[src/design/decode_pkg.sv]
////////////////////
// Shared decode types
// Operation, format and opcode enums
// Register index, data word and tag types
// Exception and output structs
////////////////////

`default_nettype none

package decode_pkg;

    typedef logic [4:0]  reg_idx_t;
    typedef logic [31:0] xlen_t;
    typedef logic [2:0]  tag_t;

    // addi x0, x0, 0
    localparam xlen_t NOP_INSTRUCTION = 32'h00000013;

    ////////////////////
    // Operations
    ////////////////////

    typedef enum logic [5:0] {
        NOP,
        LUI,
        ADD, SUB, SLT, SLTU, XOR, OR, AND,
        SLL, SRL, SRA,
        BEQ, BNE, BLT, BGE, BLTU, BGEU,
        JAL, JALR,
        LB, LH, LW, LBU, LHU,
        SB, SH, SW,
        ECALL, EBREAK, SRET, MRET, WFI,
        CSRRW, CSRRS, CSRRC, CSRRWI, CSRRSI, CSRRCI,
        MUL, MULH, MULHSU, MULHU,
        DIV, DIVU, REM, REMU,
        AES32ESI, AES32ESMI,
        INVALID
    } op_e;

    typedef enum logic [2:0] {
        R_TYPE,
        I_TYPE,
        S_TYPE,
        B_TYPE,
        U_TYPE,
        J_TYPE
    } format_e;

    // Major opcodes, instruction bits 6 to 0
    typedef enum logic [6:0] {
        OPC_LOAD     = 7'b0000011,
        OPC_MISC_MEM = 7'b0001111,
        OPC_OP_IMM   = 7'b0010011,
        OPC_AUIPC    = 7'b0010111,
        OPC_STORE    = 7'b0100011,
        OPC_OP       = 7'b0110011,
        OPC_LUI      = 7'b0110111,
        OPC_BRANCH   = 7'b1100011,
        OPC_JALR     = 7'b1100111,
        OPC_JAL      = 7'b1101111,
        OPC_SYSTEM   = 7'b1110011
    } opcode_e;

    ////////////////////
    // Stage output
    ////////////////////

    typedef struct packed {
        logic illegal_inst;
        logic misaligned_fetch;
        logic access_fault;
    } dec_exc_t;

    typedef struct packed {
        op_e      operation;
        xlen_t    first_operand;
        xlen_t    second_operand;
        xlen_t    third_operand;
        xlen_t    pc;
        xlen_t    instruction;
        tag_t     tag;
        dec_exc_t exc;
    } dec_out_t;

endpackage

`default_nettype wire

[src/design/op_decoder.sv]
////////////////////
// Operation decoder
// Per-opcode sub-decoders and the final select
// Instruction format from the opcode
////////////////////

`timescale 1ns/1ps
`default_nettype none

module op_decoder
    import decode_pkg::*;
#(
    parameter bit AES_ENABLE = 1'b1
)
(
    input  xlen_t   instruction_i,
    output op_e     op_o,
    output format_e format_o
);

    logic [6:0] opcode;
    logic [2:0] funct3;
    logic [6:0] funct7;

    op_e dec_branch;
    op_e dec_load;
    op_e dec_store;
    op_e dec_op_imm;
    op_e dec_op;
    op_e dec_misc_mem;
    op_e dec_system;

    assign opcode = instruction_i[6:0];
    assign funct3 = instruction_i[14:12];
    assign funct7 = instruction_i[31:25];

    ////////////////////
    // Sub-decoders
    ////////////////////

    always_comb begin
        unique case (funct3)
            3'b000:  dec_branch = BEQ;
            3'b001:  dec_branch = BNE;
            3'b100:  dec_branch = BLT;
            3'b101:  dec_branch = BGE;
            3'b110:  dec_branch = BLTU;
            3'b111:  dec_branch = BGEU;
            default: dec_branch = INVALID;
        endcase
    end

    always_comb begin
        unique case (funct3)
            3'b000:  dec_load = LB;
            3'b001:  dec_load = LH;
            3'b010:  dec_load = LW;
            3'b100:  dec_load = LBU;
            3'b101:  dec_load = LHU;
            default: dec_load = INVALID;
        endcase
    end

    always_comb begin
        unique case (funct3)
            3'b000:  dec_store = SB;
            3'b001:  dec_store = SH;
            3'b010:  dec_store = SW;
            default: dec_store = INVALID;
        endcase
    end

    // Shifts are the only immediate ops that look at funct7
    always_comb begin
        unique case ({funct7, funct3}) inside
            10'b???????000: dec_op_imm = ADD;
            10'b0000000001: dec_op_imm = SLL;
            10'b???????010: dec_op_imm = SLT;
            10'b???????011: dec_op_imm = SLTU;
            10'b???????100: dec_op_imm = XOR;
            10'b0000000101: dec_op_imm = SRL;
            10'b0100000101: dec_op_imm = SRA;
            10'b???????110: dec_op_imm = OR;
            10'b???????111: dec_op_imm = AND;
            default:        dec_op_imm = INVALID;
        endcase
    end

    // AES32 keeps the byte select in funct7 bits 6 and 5
    always_comb begin
        unique case ({funct7, funct3}) inside
            10'b0000000000: dec_op = ADD;
            10'b0100000000: dec_op = SUB;
            10'b0000000001: dec_op = SLL;
            10'b0000000010: dec_op = SLT;
            10'b0000000011: dec_op = SLTU;
            10'b0000000100: dec_op = XOR;
            10'b0000000101: dec_op = SRL;
            10'b0100000101: dec_op = SRA;
            10'b0000000110: dec_op = OR;
            10'b0000000111: dec_op = AND;
            10'b0000001000: dec_op = MUL;
            10'b0000001001: dec_op = MULH;
            10'b0000001010: dec_op = MULHSU;
            10'b0000001011: dec_op = MULHU;
            10'b0000001100: dec_op = DIV;
            10'b0000001101: dec_op = DIVU;
            10'b0000001110: dec_op = REM;
            10'b0000001111: dec_op = REMU;
            10'b??10001000: dec_op = AES_ENABLE ? AES32ESI : INVALID;
            10'b??10011000: dec_op = AES_ENABLE ? AES32ESMI : INVALID;
            default:        dec_op = INVALID;
        endcase
    end

    // Only FENCE, executed as a no-op
    always_comb begin
        unique case (funct3)
            3'b000:  dec_misc_mem = NOP;
            default: dec_misc_mem = INVALID;
        endcase
    end

    always_comb begin
        unique case (instruction_i[31:7]) inside
            25'b0000000000000000000000000: dec_system = ECALL;
            25'b0000000000010000000000000: dec_system = EBREAK;
            25'b0001000000100000000000000: dec_system = SRET;
            25'b0011000000100000000000000: dec_system = MRET;
            25'b0001000001010000000000000: dec_system = WFI;
            25'b?????????????????001?????: dec_system = CSRRW;
            25'b?????????????????010?????: dec_system = CSRRS;
            25'b?????????????????011?????: dec_system = CSRRC;
            25'b?????????????????101?????: dec_system = CSRRWI;
            25'b?????????????????110?????: dec_system = CSRRSI;
            25'b?????????????????111?????: dec_system = CSRRCI;
            default:                       dec_system = INVALID;
        endcase
    end

    ////////////////////
    // Opcode select
    ////////////////////

    always_comb begin
        unique case (opcode)
            OPC_LUI:      op_o = LUI;
            // AUIPC adds pc and immediate
            OPC_AUIPC:    op_o = ADD;
            OPC_JAL:      op_o = JAL;
            OPC_JALR:     op_o = JALR;
            OPC_BRANCH:   op_o = dec_branch;
            OPC_LOAD:     op_o = dec_load;
            OPC_STORE:    op_o = dec_store;
            OPC_OP_IMM:   op_o = dec_op_imm;
            OPC_OP:       op_o = dec_op;
            OPC_MISC_MEM: op_o = dec_misc_mem;
            OPC_SYSTEM:   op_o = dec_system;
            default:      op_o = INVALID;
        endcase
    end

    // Format from opcode bits 6 to 2
    always_comb begin
        unique case (opcode[6:2])
            5'b11001, 5'b00000, 5'b00100: format_o = I_TYPE;
            5'b01000:                     format_o = S_TYPE;
            5'b11000:                     format_o = B_TYPE;
            5'b01101, 5'b00101:           format_o = U_TYPE;
            5'b11011:                     format_o = J_TYPE;
            default:                      format_o = R_TYPE;
        endcase
    end

endmodule

`default_nettype wire

[src/design/imm_gen.sv]
////////////////////
// Immediate generator
// I, S, B, U and J immediates
////////////////////

`timescale 1ns/1ps
`default_nettype none

module imm_gen
    import decode_pkg::*;
(
    input  xlen_t   instruction_i,
    input  format_e format_i,
    output xlen_t   imm_o
);

    xlen_t imm_i;
    xlen_t imm_s;
    xlen_t imm_b;
    xlen_t imm_u;
    xlen_t imm_j;

    assign imm_i = {{21{instruction_i[31]}}, instruction_i[30:20]};
    assign imm_s = {{21{instruction_i[31]}}, instruction_i[30:25], instruction_i[11:7]};

    // Branch and jump offsets are scattered and always even
    assign imm_b = {{20{instruction_i[31]}}, instruction_i[7], instruction_i[30:25],
                    instruction_i[11:8], 1'b0};
    assign imm_u = {instruction_i[31:12], 12'b0};
    assign imm_j = {{12{instruction_i[31]}}, instruction_i[19:12], instruction_i[20],
                    instruction_i[30:21], 1'b0};

    always_comb begin
        unique case (format_i)
            I_TYPE:  imm_o = imm_i;
            S_TYPE:  imm_o = imm_s;
            B_TYPE:  imm_o = imm_b;
            U_TYPE:  imm_o = imm_u;
            J_TYPE:  imm_o = imm_j;
            // R type has no immediate
            default: imm_o = '0;
        endcase
    end

endmodule

`default_nettype wire

[src/design/hazard_unit.sv]
////////////////////
// Hazard unit
// Replay of the held instruction
// Register and store lock, hazard detection
////////////////////

`timescale 1ns/1ps
`default_nettype none

module hazard_unit
    import decode_pkg::*;
(
    input  logic     clk,
    input  logic     reset_n,
    input  logic     enable_i,
    input  xlen_t    instruction_i,
    input  format_e  format_i,
    output xlen_t    instruction_o,
    output logic     hazard_o,
    output reg_idx_t locked_rd_o
);

    xlen_t    last_instruction;
    logic     last_hazard;
    logic     last_stall;
    reg_idx_t locked_register;
    logic     locked_store;

    reg_idx_t rs1;
    reg_idx_t rs2;
    logic     use_rs1;
    logic     use_rs2;
    logic     is_mem;

    ////////////////////
    // Replay
    ////////////////////

    // Both flags set at reset so the first cycle decodes the NOP
    always_ff @(posedge clk or negedge reset_n) begin
        if (!reset_n) begin
            last_instruction <= NOP_INSTRUCTION;
            last_hazard      <= 1'b1;
            last_stall       <= 1'b1;
        end else begin
            last_instruction <= instruction_o;
            last_hazard      <= hazard_o;
            last_stall       <= ~enable_i;
        end
    end

    assign instruction_o = (last_hazard || last_stall) ? last_instruction : instruction_i;

    ////////////////////
    // Lock
    ////////////////////

    always_ff @(posedge clk or negedge reset_n) begin
        if (!reset_n) begin
            locked_register <= '0;
            locked_store    <= 1'b0;
        end else if (hazard_o) begin
            locked_register <= '0;
            locked_store    <= 1'b0;
        end else if (enable_i) begin
            locked_register <= instruction_o[11:7];
            locked_store    <= (instruction_o[6:0] == OPC_STORE);
        end
    end

    assign locked_rd_o = locked_register;

    ////////////////////
    // Detection
    ////////////////////

    assign rs1    = instruction_o[19:15];
    assign rs2    = instruction_o[24:20];
    assign is_mem = (instruction_o[6:0] == OPC_LOAD) || (instruction_o[6:0] == OPC_STORE);

    // Source usage by format, U and J read no registers
    assign use_rs1 = (format_i == R_TYPE) || (format_i == I_TYPE)
                  || (format_i == S_TYPE) || (format_i == B_TYPE);
    assign use_rs2 = (format_i == R_TYPE) || (format_i == S_TYPE) || (format_i == B_TYPE);

    assign hazard_o = enable_i && (
                          (use_rs1 && locked_register != '0 && locked_register == rs1)
                       || (use_rs2 && locked_register != '0 && locked_register == rs2)
                       || (locked_store && is_mem));

endmodule

`default_nettype wire

[src/design/decode_stage.sv]
////////////////////
// Decode stage top level
// Operand select and exception bits
// Output register and rd delay
////////////////////

`timescale 1ns/1ps
`default_nettype none

module decode_stage
    import decode_pkg::*;
#(
    parameter bit AES_ENABLE = 1'b1
)
(
    input  logic     clk,
    input  logic     reset_n,
    input  logic     enable,

    input  xlen_t    instruction_i,
    input  xlen_t    pc_i,
    input  tag_t     tag_i,
    input  logic     access_fault_i,
    input  xlen_t    rs1_data_i,
    input  xlen_t    rs2_data_i,

    output reg_idx_t rs1_o,
    output reg_idx_t rs2_o,
    output reg_idx_t rd_o,
    output logic     hazard_o,
    output dec_out_t decode_o
);

    xlen_t    instruction;
    format_e  format;
    op_e      operation;
    xlen_t    immediate;
    reg_idx_t locked_rd;

    xlen_t    first_operand;
    xlen_t    second_operand;
    xlen_t    third_operand;
    dec_out_t decoded;
    dec_out_t bubble;

    ////////////////////
    // Submodules
    ////////////////////

    hazard_unit i_hazard_unit (
        .clk           (clk),
        .reset_n       (reset_n),
        .enable_i      (enable),
        .instruction_i (instruction_i),
        .format_i      (format),
        .instruction_o (instruction),
        .hazard_o      (hazard_o),
        .locked_rd_o   (locked_rd)
    );

    op_decoder #(
        .AES_ENABLE (AES_ENABLE)
    ) i_op_decoder (
        .instruction_i (instruction),
        .op_o          (operation),
        .format_o      (format)
    );

    imm_gen i_imm_gen (
        .instruction_i (instruction),
        .format_i      (format),
        .imm_o         (immediate)
    );

    // Register bank addresses
    assign rs1_o = instruction[19:15];
    assign rs2_o = instruction[24:20];

    ////////////////////
    // Operand select
    ////////////////////

    always_comb begin
        unique case (format)
            U_TYPE, J_TYPE: begin
                first_operand  = pc_i;
                second_operand = immediate;
                third_operand  = immediate;
            end
            R_TYPE, B_TYPE: begin
                first_operand  = rs1_data_i;
                second_operand = rs2_data_i;
                third_operand  = immediate;
            end
            // Store data rides in the third operand
            S_TYPE: begin
                first_operand  = rs1_data_i;
                second_operand = immediate;
                third_operand  = rs2_data_i;
            end
            default: begin
                first_operand  = rs1_data_i;
                second_operand = immediate;
                third_operand  = immediate;
            end
        endcase
    end

    always_comb begin
        decoded.operation            = operation;
        decoded.first_operand        = first_operand;
        decoded.second_operand       = second_operand;
        decoded.third_operand        = third_operand;
        decoded.pc                   = pc_i;
        decoded.instruction          = instruction;
        decoded.tag                  = tag_i;
        decoded.exc.illegal_inst     = (operation == INVALID);
        decoded.exc.misaligned_fetch = pc_i[0];
        decoded.exc.access_fault     = access_fault_i;
    end

    // NOP that only carries the tag
    always_comb begin
        bubble           = '0;
        bubble.operation = NOP;
        bubble.tag       = tag_i;
    end

    ////////////////////
    // Output registers
    ////////////////////

    always_ff @(posedge clk or negedge reset_n) begin
        if (!reset_n) begin
            decode_o           <= '0;
            decode_o.operation <= NOP;
        end else if (hazard_o) begin
            decode_o <= bubble;
        end else if (enable) begin
            decode_o <= decoded;
        end
    end

    // rd follows decode_o by one cycle
    always_ff @(posedge clk or negedge reset_n) begin
        if (!reset_n) begin
            rd_o <= '0;
        end else begin
            rd_o <= locked_rd;
        end
    end

endmodule

`default_nettype wire

[config.mk]
export PLATFORM = sky130hd
export DESIGN_NAME = decode_stage
export DESIGN_NICKNAME = d
export VERILOG_FILES = /design/src/design/decode_pkg.sv /design/src/design/op_decoder.sv /design/src/design/imm_gen.sv /design/src/design/hazard_unit.sv /design/src/design/decode_stage.sv
export SDC_FILE = /design/constraint.sdc
export NUM_CORES = 1
export LEC_CHECK = 0
export BUFFER_PORTS_ARGS = -buffer_cell sky130_fd_sc_hd__buf_4
export CAP_MARGIN = 25
export CORE_ASPECT_RATIO = 1.75
export CORE_UTILIZATION = 52
export DETAILED_ROUTE_END_ITERATION = 8
export HOLD_SLACK_MARGIN = 0.02
export PLACE_DENSITY = 0.88
export SLEW_MARGIN = 20
export SYNTH_ARGS = -nofsm -noshare
export SYNTH_HDL_FRONTEND = slang
export SYNTH_SLANG_ARGS = --single-unit
[constraint.sdc]
create_clock -name clk -period 3.41 [get_ports clk]
set_clock_uncertainty 0.05 [all_clocks]
set_input_delay 0 -clock clk [delete_from_list [all_inputs] [get_ports clk]]
set_output_delay 0 -clock clk [all_outputs]
set_load 0.02 [all_outputs]
# After elaboration in Yosys (flattened, before gate mapping)
# Memory sizes are Yosys's and may differ from the RTL's.
# Index checks and enable logic that the tools add are counted.
[totals]
wordCells = 109
memories = 1
output_inout_bits = 188
romBits = 96
register_bits = 217
inputBits = 135
[classes]
mux = 19
bitwise_logic = 1
eq_ne = 49
reduce_logical = 23
[memory_table]
columns = ["name", "depth", "word_bits", "read_ports", "rd_ports_with_merged_regs", "write_ports", "line", "text"]
rows = [
  ["(no name shown)", 32, 3, 1, 0, 0, "op_decoder.sv:165", "unique case (opcode[6:2])"],
]
[ops]
columns = ["op", "count"]
rows = [
  ["2-to-1 mux 172 bit", 2],
  ["case mux 32 bit (5 select lines)", 1],
  ["case mux 6 bit (11 select lines)", 2],
  ["2-to-1 mux 32 bit", 4],
  ["case mux 6 bit (20 select lines)", 1],
  ["== test 10 x 4 -> 1 bit, second input constant", 8],
  ["case mux 6 bit (9 select lines)", 1],
  ["== test 25 x 22 -> 1 bit, second input constant", 2],
  ["== test 10 x 3 -> 1 bit, second input constant", 4],
  ["case mux 6 bit (6 select lines)", 1],
  ["case mux 6 bit (5 select lines)", 1],
  ["== test 7 bit, second input constant", 4],
  ["== test 25 x 14 -> 1 bit, second input constant", 1],
  ["== test 25 x 23 -> 1 bit, second input constant", 1],
  ["zero test 25 bit", 1],
  ["== test 7 x 6 -> 1 bit, second input constant", 3],
  ["== test 10 x 2 -> 1 bit, second input constant", 2],
  ["== test 10 x 9 -> 1 bit, second input constant", 2],
  ["== test 3 bit, second input constant", 6],
  ["case mux 6 bit (3 select lines)", 1],
  ["== test 8 bit, second input constant", 2],
  ["== test 7 x 5 -> 1 bit, second input constant", 2],
  ["== test 3 x 2 -> 1 bit, second input constant", 4],
  ["== test 10 x 1 -> 1 bit, second input constant", 1],
  ["other kinds (16)", 35],
]

# Logic depth before layout (Yosys ltp)
# Gate-level depths: netlist of the first run.
# An unclocked memory read counts as a cell.
[depth]
depth_word = 13
ltp_mapped = 13
mapped_depth_nobuf = 9

# Cells and area by module
# From an unflattened synthesis of the first run, not the netlist that was laid out.
[hier_totals]
cells_unflattened = 1185
hier_area_um2 = 11527.3
[by_module_without_submodules]
columns = ["module", "seq_area_each_um2", "cells_each", "instances", "area_each_um2"]
rows = [
  ["decode_stage", 4404.2, 793, 1, 8142.8],
  ["hazard_unit", 1007.2, 138, 1, 1888.1],
  ["op_decoder", 0.0, 188, 1, 1106.1],
  ["imm_gen", 0.0, 66, 1, 390.4],
]

# Least setup slack after synthesis of the first run
# No wires, ideal clock.
[synth_timing]
path_kind = "reg-to-reg"
from = "register i_hazard_unit.last_stall"
to = "register decode_o[2] (netlist name)"
slack_ns = 0.740
required_time_ns = 3.264
setup_ns = 0.096
path_buffers = 4
arrival_time_ns = 2.524
period_less_slack_ns = 2.670
stages_incl_launch_ff = 13
cell_sequence = "dfstp_2 > buf_6 > nor2_8 > buf_6 > buf_6 > buf_4 > mux2i_2 > o22ai_1 > a22oi_1 > a31oi_1 > nor4_1 > nand4_1 > o32ai_2"
[synth_via]
elab_chain_len = 13
word_cells_on_any_way = 79
cone_classes = "47 x eq/ne; 11 x mux; 20 x reduce/logical; 1 x memory"
[synth_lines]
columns = ["item", "line", "text"]
rows = [
  ["start: declaration", "hazard_unit.sv:25", "logic last_stall;"],
  ["start signal: assignment", "hazard_unit.sv:48", "last_stall <= ~enable_i;"],
  ["logical OR 1 bit *", "hazard_unit.sv:52", "assign instruction_o = (last_hazard || last_stall) ? last_instruction : instruction_i;"],
  ["2-to-1 mux 32 bit *", "hazard_unit.sv:52", ""],
  ["memory read (32 x 3 bit)", "-", ""],
  ["== test 3 x 1 -> 1 bit or zero test 3 bit (tied branches)", "hazard_unit.sv:82, hazard_unit.sv:84", ""],
  ["logical OR 1 bit", "hazard_unit.sv:82", "assign use_rs1 = (format_i == R_TYPE) || (format_i == I_TYPE)"],
  ["logical OR 1 bit (2 in series)", "hazard_unit.sv:83", "|| (format_i == S_TYPE) || (format_i == B_TYPE);"],
  ["logical AND 1 bit (2 in series)", "hazard_unit.sv:87", "(use_rs1 && locked_register != '0 && locked_register == rs1)"],
  ["logical OR 1 bit", "hazard_unit.sv:88", "|| (use_rs2 && locked_register != '0 && locked_register == rs2)"],
  ["logical OR 1 bit", "hazard_unit.sv:89", "|| (locked_store && is_mem));"],
  ["logical AND 1 bit", "hazard_unit.sv:86", "assign hazard_o = enable_i && ("],
  ["2-to-1 mux 172 bit or nonzero test 2 bit (tied branches)", "-", ""],
  ["end signal: assignment", "decode_stage.sv:138", "decode_o <= bubble;"],
  ["end signal: assignment", "decode_stage.sv:140", "decode_o <= decoded;"],
  ["end: declaration", "decode_stage.sv:31", "output dec_out_t decode_o"],
]
# Every way passes the cells marked *; elsewhere a longest branch is shown, timed or not. The select of a mux whose other input is x is not followed.
# A chain may end at the register's enable or synchronous reset.

# Worst setup path in the final report of the first run
[layout_timing]
from = "register i_hazard_unit.last_hazard"
to = "output hazard_o"
[layout_via]
elab_chain_len = 12
word_cells_on_any_way = 25
cone_classes = "7 x eq/ne; 1 x mux; 16 x reduce/logical; 1 x memory"
[layout_lines]
columns = ["item", "line", "text"]
rows = [
  ["start: declaration", "hazard_unit.sv:24", "logic last_hazard;"],
  ["start signal: assignment", "hazard_unit.sv:47", "last_hazard <= hazard_o;"],
  ["logical OR 1 bit *", "hazard_unit.sv:52", ""],
  ["2-to-1 mux 32 bit *", "hazard_unit.sv:52", ""],
  ["memory read (32 x 3 bit)", "-", ""],
  ["== test 3 x 1 -> 1 bit or zero test 3 bit (tied branches)", "hazard_unit.sv:82, hazard_unit.sv:84", ""],
  ["logical OR 1 bit", "hazard_unit.sv:82", ""],
  ["logical OR 1 bit (2 in series)", "hazard_unit.sv:83", ""],
  ["logical AND 1 bit (2 in series)", "hazard_unit.sv:87", ""],
  ["logical OR 1 bit", "hazard_unit.sv:88", ""],
  ["logical OR 1 bit *", "hazard_unit.sv:89", ""],
  ["logical AND 1 bit *", "hazard_unit.sv:86", ""],
  ["end: declaration", "decode_stage.sv:30", "output logic hazard_o,"],
]
# Every way passes the cells marked *; elsewhere a longest branch is shown, timed or not.

==> results.md, run 1 <==
* Setup slack, reg-to-reg at 0.19 ns
* Status: finished, final reports clean
* Die Width at 114 um
* Fmax at 303 MHz
* Register area at 0.00529 sq mm
* Synthesized area at 0.0114 sq mm
* Cell depth of the worst flop-to-flop path at 10
* Non-Filler Cell Area, Final at 0.0165 sq mm
* Most used flip-flop cell after synthesis: dfrtp_1
* Most frequent cells after synthesis: 242 x nand2_1, 206 x dfrtp_1, 91 x nor2_1
* Final WL at 50.2 mm
* Synth Instances at 1,210
* Syn_area_per_cell at 9.43 sq um
* Worst setup SP type: flip-flop
* Yosys top cell area share at 45.2%
* First-pass GRT wire length at 75.7 mm
* Total grt overflow at 0
* DPL Wire Length at 32.2 mm
* Pre-antenna DRT Iters at 6
* Crit Reg-Reg Endpoint: decode_o[2]
* Pwr Density at 558 mW/mm^2
* Crit Path Max Fanout at 31
* Fin. Hold Viols at 0
* DRC at 0
* Worst EP required at 3.36 ns
* CP Capture Type: output port
* RSZ-0062 raised after global routing: no
* CP Class: flip-flop to output port
* Area of the core at 0.0215 sq mm
* Slew HR at 36.3%
* Drt initial violations at 1,184
* Top Ports at 323
* FF-to-FF Start: i_hazard_unit.last_hazard
* Number of synthesized flops with an enable pin at 0
* Die area at 0.0226 sq mm
* # fillers at 1,367
* Synth area leaders: dfrtp_1 45%, nand2_1 8.0%, o2bb2ai_1 5.7%
* Vias at 12,600
* Top-count cell post-synth: nand2_1
* Detail Route Antenna Nets at 0
* Maxcap violations at 0
* Vias in the first global route at 13,100
* Crit path arrival time at 3.25 ns
* GP Congestion at 1.04
* IO buf count at 322
* Slew Viols, Final at 0
* Clock Sinks at 211
* # rows at 71
* Worst-Margin Slew at 0.955 ns
* Worst-case vdd ir drop at 0.573 mV
* Hold Crit Class: input pin to asynchronous set/reset pin
* Initial Util at 53.1%
* CTS tree: done
* Fin crit share at 96.7%
* Fin nets at 1,797
* Yosys cell types at 84
* Htree depth at 1
* Die H at 198 um
* Bufs on Longest Clock Path at 3
* Count of state elements after synthesis at 211
* # setup viols final at 0
* FFs w/ async S/R, synth at 100%
* Sequential-to-total area share from yosys stat at 46.3%
* CTS Buf Count at 21
* All-layer global routing usage at 44.9%
* Wirelength per Cell at 25.5 um
* Ratio of cells with drive above 1 in the final layout at 30.4%
* Area of the multi-input gates at 0.00547 sq mm
* Tot Pwr at 9180 uW
* Net Count, Synth at 1,345
* Largest net degree at the start of global routing at 120
* Leakage at 0.00770 uW
* Fin crit period at 3.30 ns
* Vias per cell at 6.40
* Root buf cell: clkbuf_16
* Final setup TNS at 0 ns
* CTS clock-pin slew for the worst setup and hold paths at 0.07 ns
* Area Growth Syn to Fin at 44.2%
* Placed inst area at 0.0143 sq mm
* Skew-Pair Late Insertion Delay at 0.51 ns
* Synth warn at 0
* Post-synth top area cell: dfrtp_1
* Initial antenna violation count at 1
[registers in the layout, summed over array words and instances, names as in the netlist]
signal	count
decode_o	171
i_hazard_unit.last_instruction	32
rd_o	5
i_hazard_unit.last_hazard	1
i_hazard_unit.last_stall	1
i_hazard_unit.locked_store	1
[worst max-delay path by stage]
| stage | start | to | depth (start not counted) | slack, ns |
|---|---|---|---|---|
| 2_1_floorplan | i_hazard_unit.last_stall | decode_o[2] | 12 | 0.74 |
| 3_3_place_gp | i_hazard_unit.last_hazard | decode_o[2] | 11 | 0.26 |
| 3_5_place_dp | i_hazard_unit.last_hazard | decode_o[2] | 10 | 0.28 |
| 4_1_cts | i_hazard_unit.last_hazard | hazard_o | 11 | 0.005 |
| 5_1_grt | i_hazard_unit.last_hazard | decode_o[85] | 10 | 0.01 |
| 6_report | i_hazard_unit.last_hazard | hazard_o | 11 | 0.11 |
[power breakdown]
part	switching [uW]	total, uW	internal (uW)
Combinational	2090	3490	1400
Sequential	376	3330	2950
Clock	1010	2360	1350
Total	3480	9180	5700
[metrics by stage]
stage          hold WS [ns]  setup WS [ns]  utilization [%]  instances
5_1_grt              0.0736         0.0103             76.6       1970
4_1_cts              0.0349        0.00525             76.3       1966
3_3_place_gp         0.0889          0.256             66.5       1787
2_1_floorplan        -0.346          0.740                -       1210
6_report             0.0659          0.112             76.6       1971
3_5_place_dp         0.0917          0.284             66.5       1787
[layout by cell type, fill, tap and decap left out, types with 16 or more instances in the layout]
| master | count |
|---|---|
| buf_4 | 383 |
| nand2_1 | 242 |
| dfrtp_1 | 206 |
| dlygate4sd3_1 | 141 |
| nor2_1 | 90 |
| o2bb2ai_1 | 74 |
| a21oi_1 | 56 |
| a22o_1 | 38 |
| inv_1 | 37 |
| o21ai_0 | 37 |
| o41ai_2 | 24 |
| nor3_1 | 22 |
| clkbuf_16 | 21 |
| nor4_1 | 19 |
| mux2i_1 | 18 |
| o211ai_1 | 17 |
| nand3_1 | 16 |
| o2111ai_1 | 16 |
[repair_timing]
item,CTS,global route
setup endpoints to repair,1,9
hold endpoints to repair,284,0
hold buffers,141,0
resized for setup,1,7
buffers inserted,0,3
[metal layers]
layer  up-vias  wire [um]  global-route usage, %
met5         -          0                      0
met1      6077      15900                   47.0
met2       925      24700                   74.5
li1       5272          -                      -
met3       335       4290                   9.89
met4         0       5380                   40.8
[worst max-delay path, stage by stage (launching register included)]
cell     delay [ns]
dfstp_2        0.65
nor2_8         0.05
buf_12         0.17
mux2_4         0.39
xnor2_1        0.20
nand3_1        0.13
o31ai_1        0.28
buf_4          0.17
a22oi_2        0.08
buf_4          0.19
nor2_4         0.22
buf_4          0.19
[cell families (layout without fill, tap and decap cells)]
logic type | count (synthesis) | in the layout | share of synthesized area, %
flops | 211 | 211 | 46.3
compound gates | 359 | 359 | 25.5
mux | 38 | 38 | 3.74
xor+xnor | 10 | 10 | 0.768
simple gates | 446 | 446 | 17.3
other cells | 0 | 2 | 0
buf+inv | 146 | 613 | 6.30
[area by class of cell]
| type | instances | share of cell area [%] |
|---|---|---|
| multi-input cells | 853 | 33.2 |
| flip-flops and latches | 211 | 32.1 |
| clock buffers | 32 | 3.81 |
| clock inverters | 6 | 0.418 |
| inverters | 41 | 0.996 |
| well taps | 292 | 2.22 |
| repair buffers | 534 | 27.2 |
| diodes | 2 | 0.0304 |
Power figures use the tool's default switching activity.
==> inputs of run 2 (changes only) <==
==> constraint.sdc (replaced) <==
create_clock -name clk -period 3.41 [get_ports clk]
set_clock_uncertainty 0.05 [all_clocks]
set_input_delay 0.341 -clock clk [delete_from_list [all_inputs] [get_ports clk]]
set_output_delay 0.341 -clock clk [all_outputs]
set_load 0.02 [all_outputs]
==> results.md, run 2 (synthesis results as in run 1) <==
* Worst-case vdd ir drop at 0.467 mV
* Total grt overflow at 0
* IO buf count at 322
* Number of flip-flops in the largest register at 171
* DPL Wire Length at 31.9 mm
* CTS Buf Count at 22
* Skew-Pair Late Insertion Delay at 0.54 ns
* CP peak stage delay at 0.57 ns
* Hold Crit Class: input pin to flip-flop
* Setup slack, reg-to-reg at 0.16 ns
* Hold WS at 0.0247 ns
* Commonest non-fill, non-tap cells in the layout: 397 x buf_4, 242 x nand2_1, 206 x dfrtp_1
* Final WL at 44.1 mm
* Worst setup SP type: flip-flop
* Leakage at 0.00729 uW
* Crit Path Max Fanout at 15
* Crit path arrival time at 2.98 ns
* Pre-antenna DRT Iters at 6
* Root buf cell: clkbuf_16
* Fin nets at 1,684
* Register area at 0.00529 sq mm
* Clock Sinks at 211
* Maxcap violations at 0
* Dpl cells at 1,793
* Worst-Margin Slew at 1.07 ns
* DRC at 0
* CTS clock-pin slew for the worst setup and hold paths at 0.07 ns
* Vias in the first global route at 11,500
* Fin. Hold Viols at 0
* CP max-delay cell: or4b_1
* Slew HR at 27.7%
* Detail Route Antenna Nets at 0
* Area Growth Syn to Fin at 35.2%
* Non-Filler Cell Area, Final at 0.0154 sq mm
* Area of the core at 0.0215 sq mm
* CP Class: flip-flop to output port
* GP Congestion at 0.999
* Top Ports at 323
* Critical-path cell list: buf_4 -> or4b_1 -> o21ai_4 -> buf_6 -> a22oi_1 -> nor3_2 -> buf_4 -> a22oi_2 -> nor2_4 -> buf_4
* CP Capture Type: output port
* Fin crit share at 99.0%
* Largest reg by FF count: decode_o
* Die Width at 114 um
* Worst EP required at 3.02 ns
* Wirelength per Cell at 23.8 um
* Final setup TNS at 0 ns
* Fmax at 296 MHz
* Placed inst area at 0.0143 sq mm
* Largest net degree at the start of global routing at 87
* Tot Pwr at 9260 uW
* Drt initial violations at 1,142
* CP dominant cell by count: buf_4
* Area of the multi-input gates at 0.00553 sq mm
* Pwr Density at 600 mW/mm^2
* Die area at 0.0226 sq mm
* CTS tree: done
* Vias at 11,600
* Status: finished, final reports clean
* # fillers at 1,575
* Most common cell after layout, fill and taps aside: buf_4
* Htree depth at 1
* Initial antenna violation count at 0
* Die H at 198 um
* Final Non-Filler Cells at 1,855
* # setup viols final at 0
* All-layer global routing usage at 38.7%
* First-pass GRT wire length at 65.8 mm
* Initial Util at 53.1%
* Bufs on Longest Clock Path at 3
* RSZ-0062 raised after global routing: no
* Diode count at 0
* Regs by FF count: decode_o (171), i_hazard_unit.last_instruction (32), rd_o (5)
* Slew Viols, Final at 0
* # rows at 71
* Vias per cell at 6.24
* Ratio of cells with drive above 1 in the final layout at 34.1%
* Fin crit period at 3.38 ns
[run 2: path summary, 6_finish.rpt]
kind	depth (start not counted)	to	from
min reg2reg	2	decode_o[116]	decode_o[116]
max in group asynchronous	3	decode_o[48]	reset_n
min	3	decode_o[54]	pc_i[16]
max	10	hazard_o	i_hazard_unit.last_stall
min in group asynchronous	2	rd_o[4]	reset_n
max reg2reg	10	decode_o[2]	i_hazard_unit.last_hazard
[run 2: power by group]
group | total, uW | leakage [uW] | switching [uW] | internal (uW)
registers | 3310 | 0.00262 | 355 | 2950
logic | 3290 | 0.00428 | 1970 | 1320
clock network | 2670 | 0.000394 | 1090 | 1580
[run 2: area by class of cell]
cell class                 count  area share, %
inverter                      41           1.06
tap                          292           2.37
sequential                   211           34.3
multi-input combinational    853           35.8
timing repair buffer         420           21.2
clock inverter                12           1.37
clock buffer                  26           3.86
[run 2: routing by layer]
metal	wire length [um]	part of all wire, %	vias up	global-route usage (%)
met3	3250	7.4	198	7.96
met4	3930	8.9	0	32.3
li1	-	-	5041	-
met2	22100	50	643	65.5
met1	14800	34	5688	40.9
met5	0	0	-	0
[run 2: repair_timing]
action,CTS,global route
gates resized for setup,4,14
buffers inserted,6,4
setup endpoints to repair,1,12
hold buffers,14,0
endpoints found under the hold margin,85,0
pin swaps,2,3
[run 2: through the flow]
stage	setup WS (ns)	util, %
2_1_floorplan	0.558	-
3_3_place_gp	0.0565	66.6
3_5_place_dp	0.0676	66.6
4_1_cts	0.0461	71.3
5_1_grt	0.0168	71.8
6_report	0.0344	71.8
[run 2: worst max-delay path: cells and delay by family (launching register included)]
family,cells,cell delay (ns)
AOI/OAI and AO/OA,3,0.32
buffers and inverters,4,0.73
DFF,1,0.42
and+or+nand+nor,3,0.99
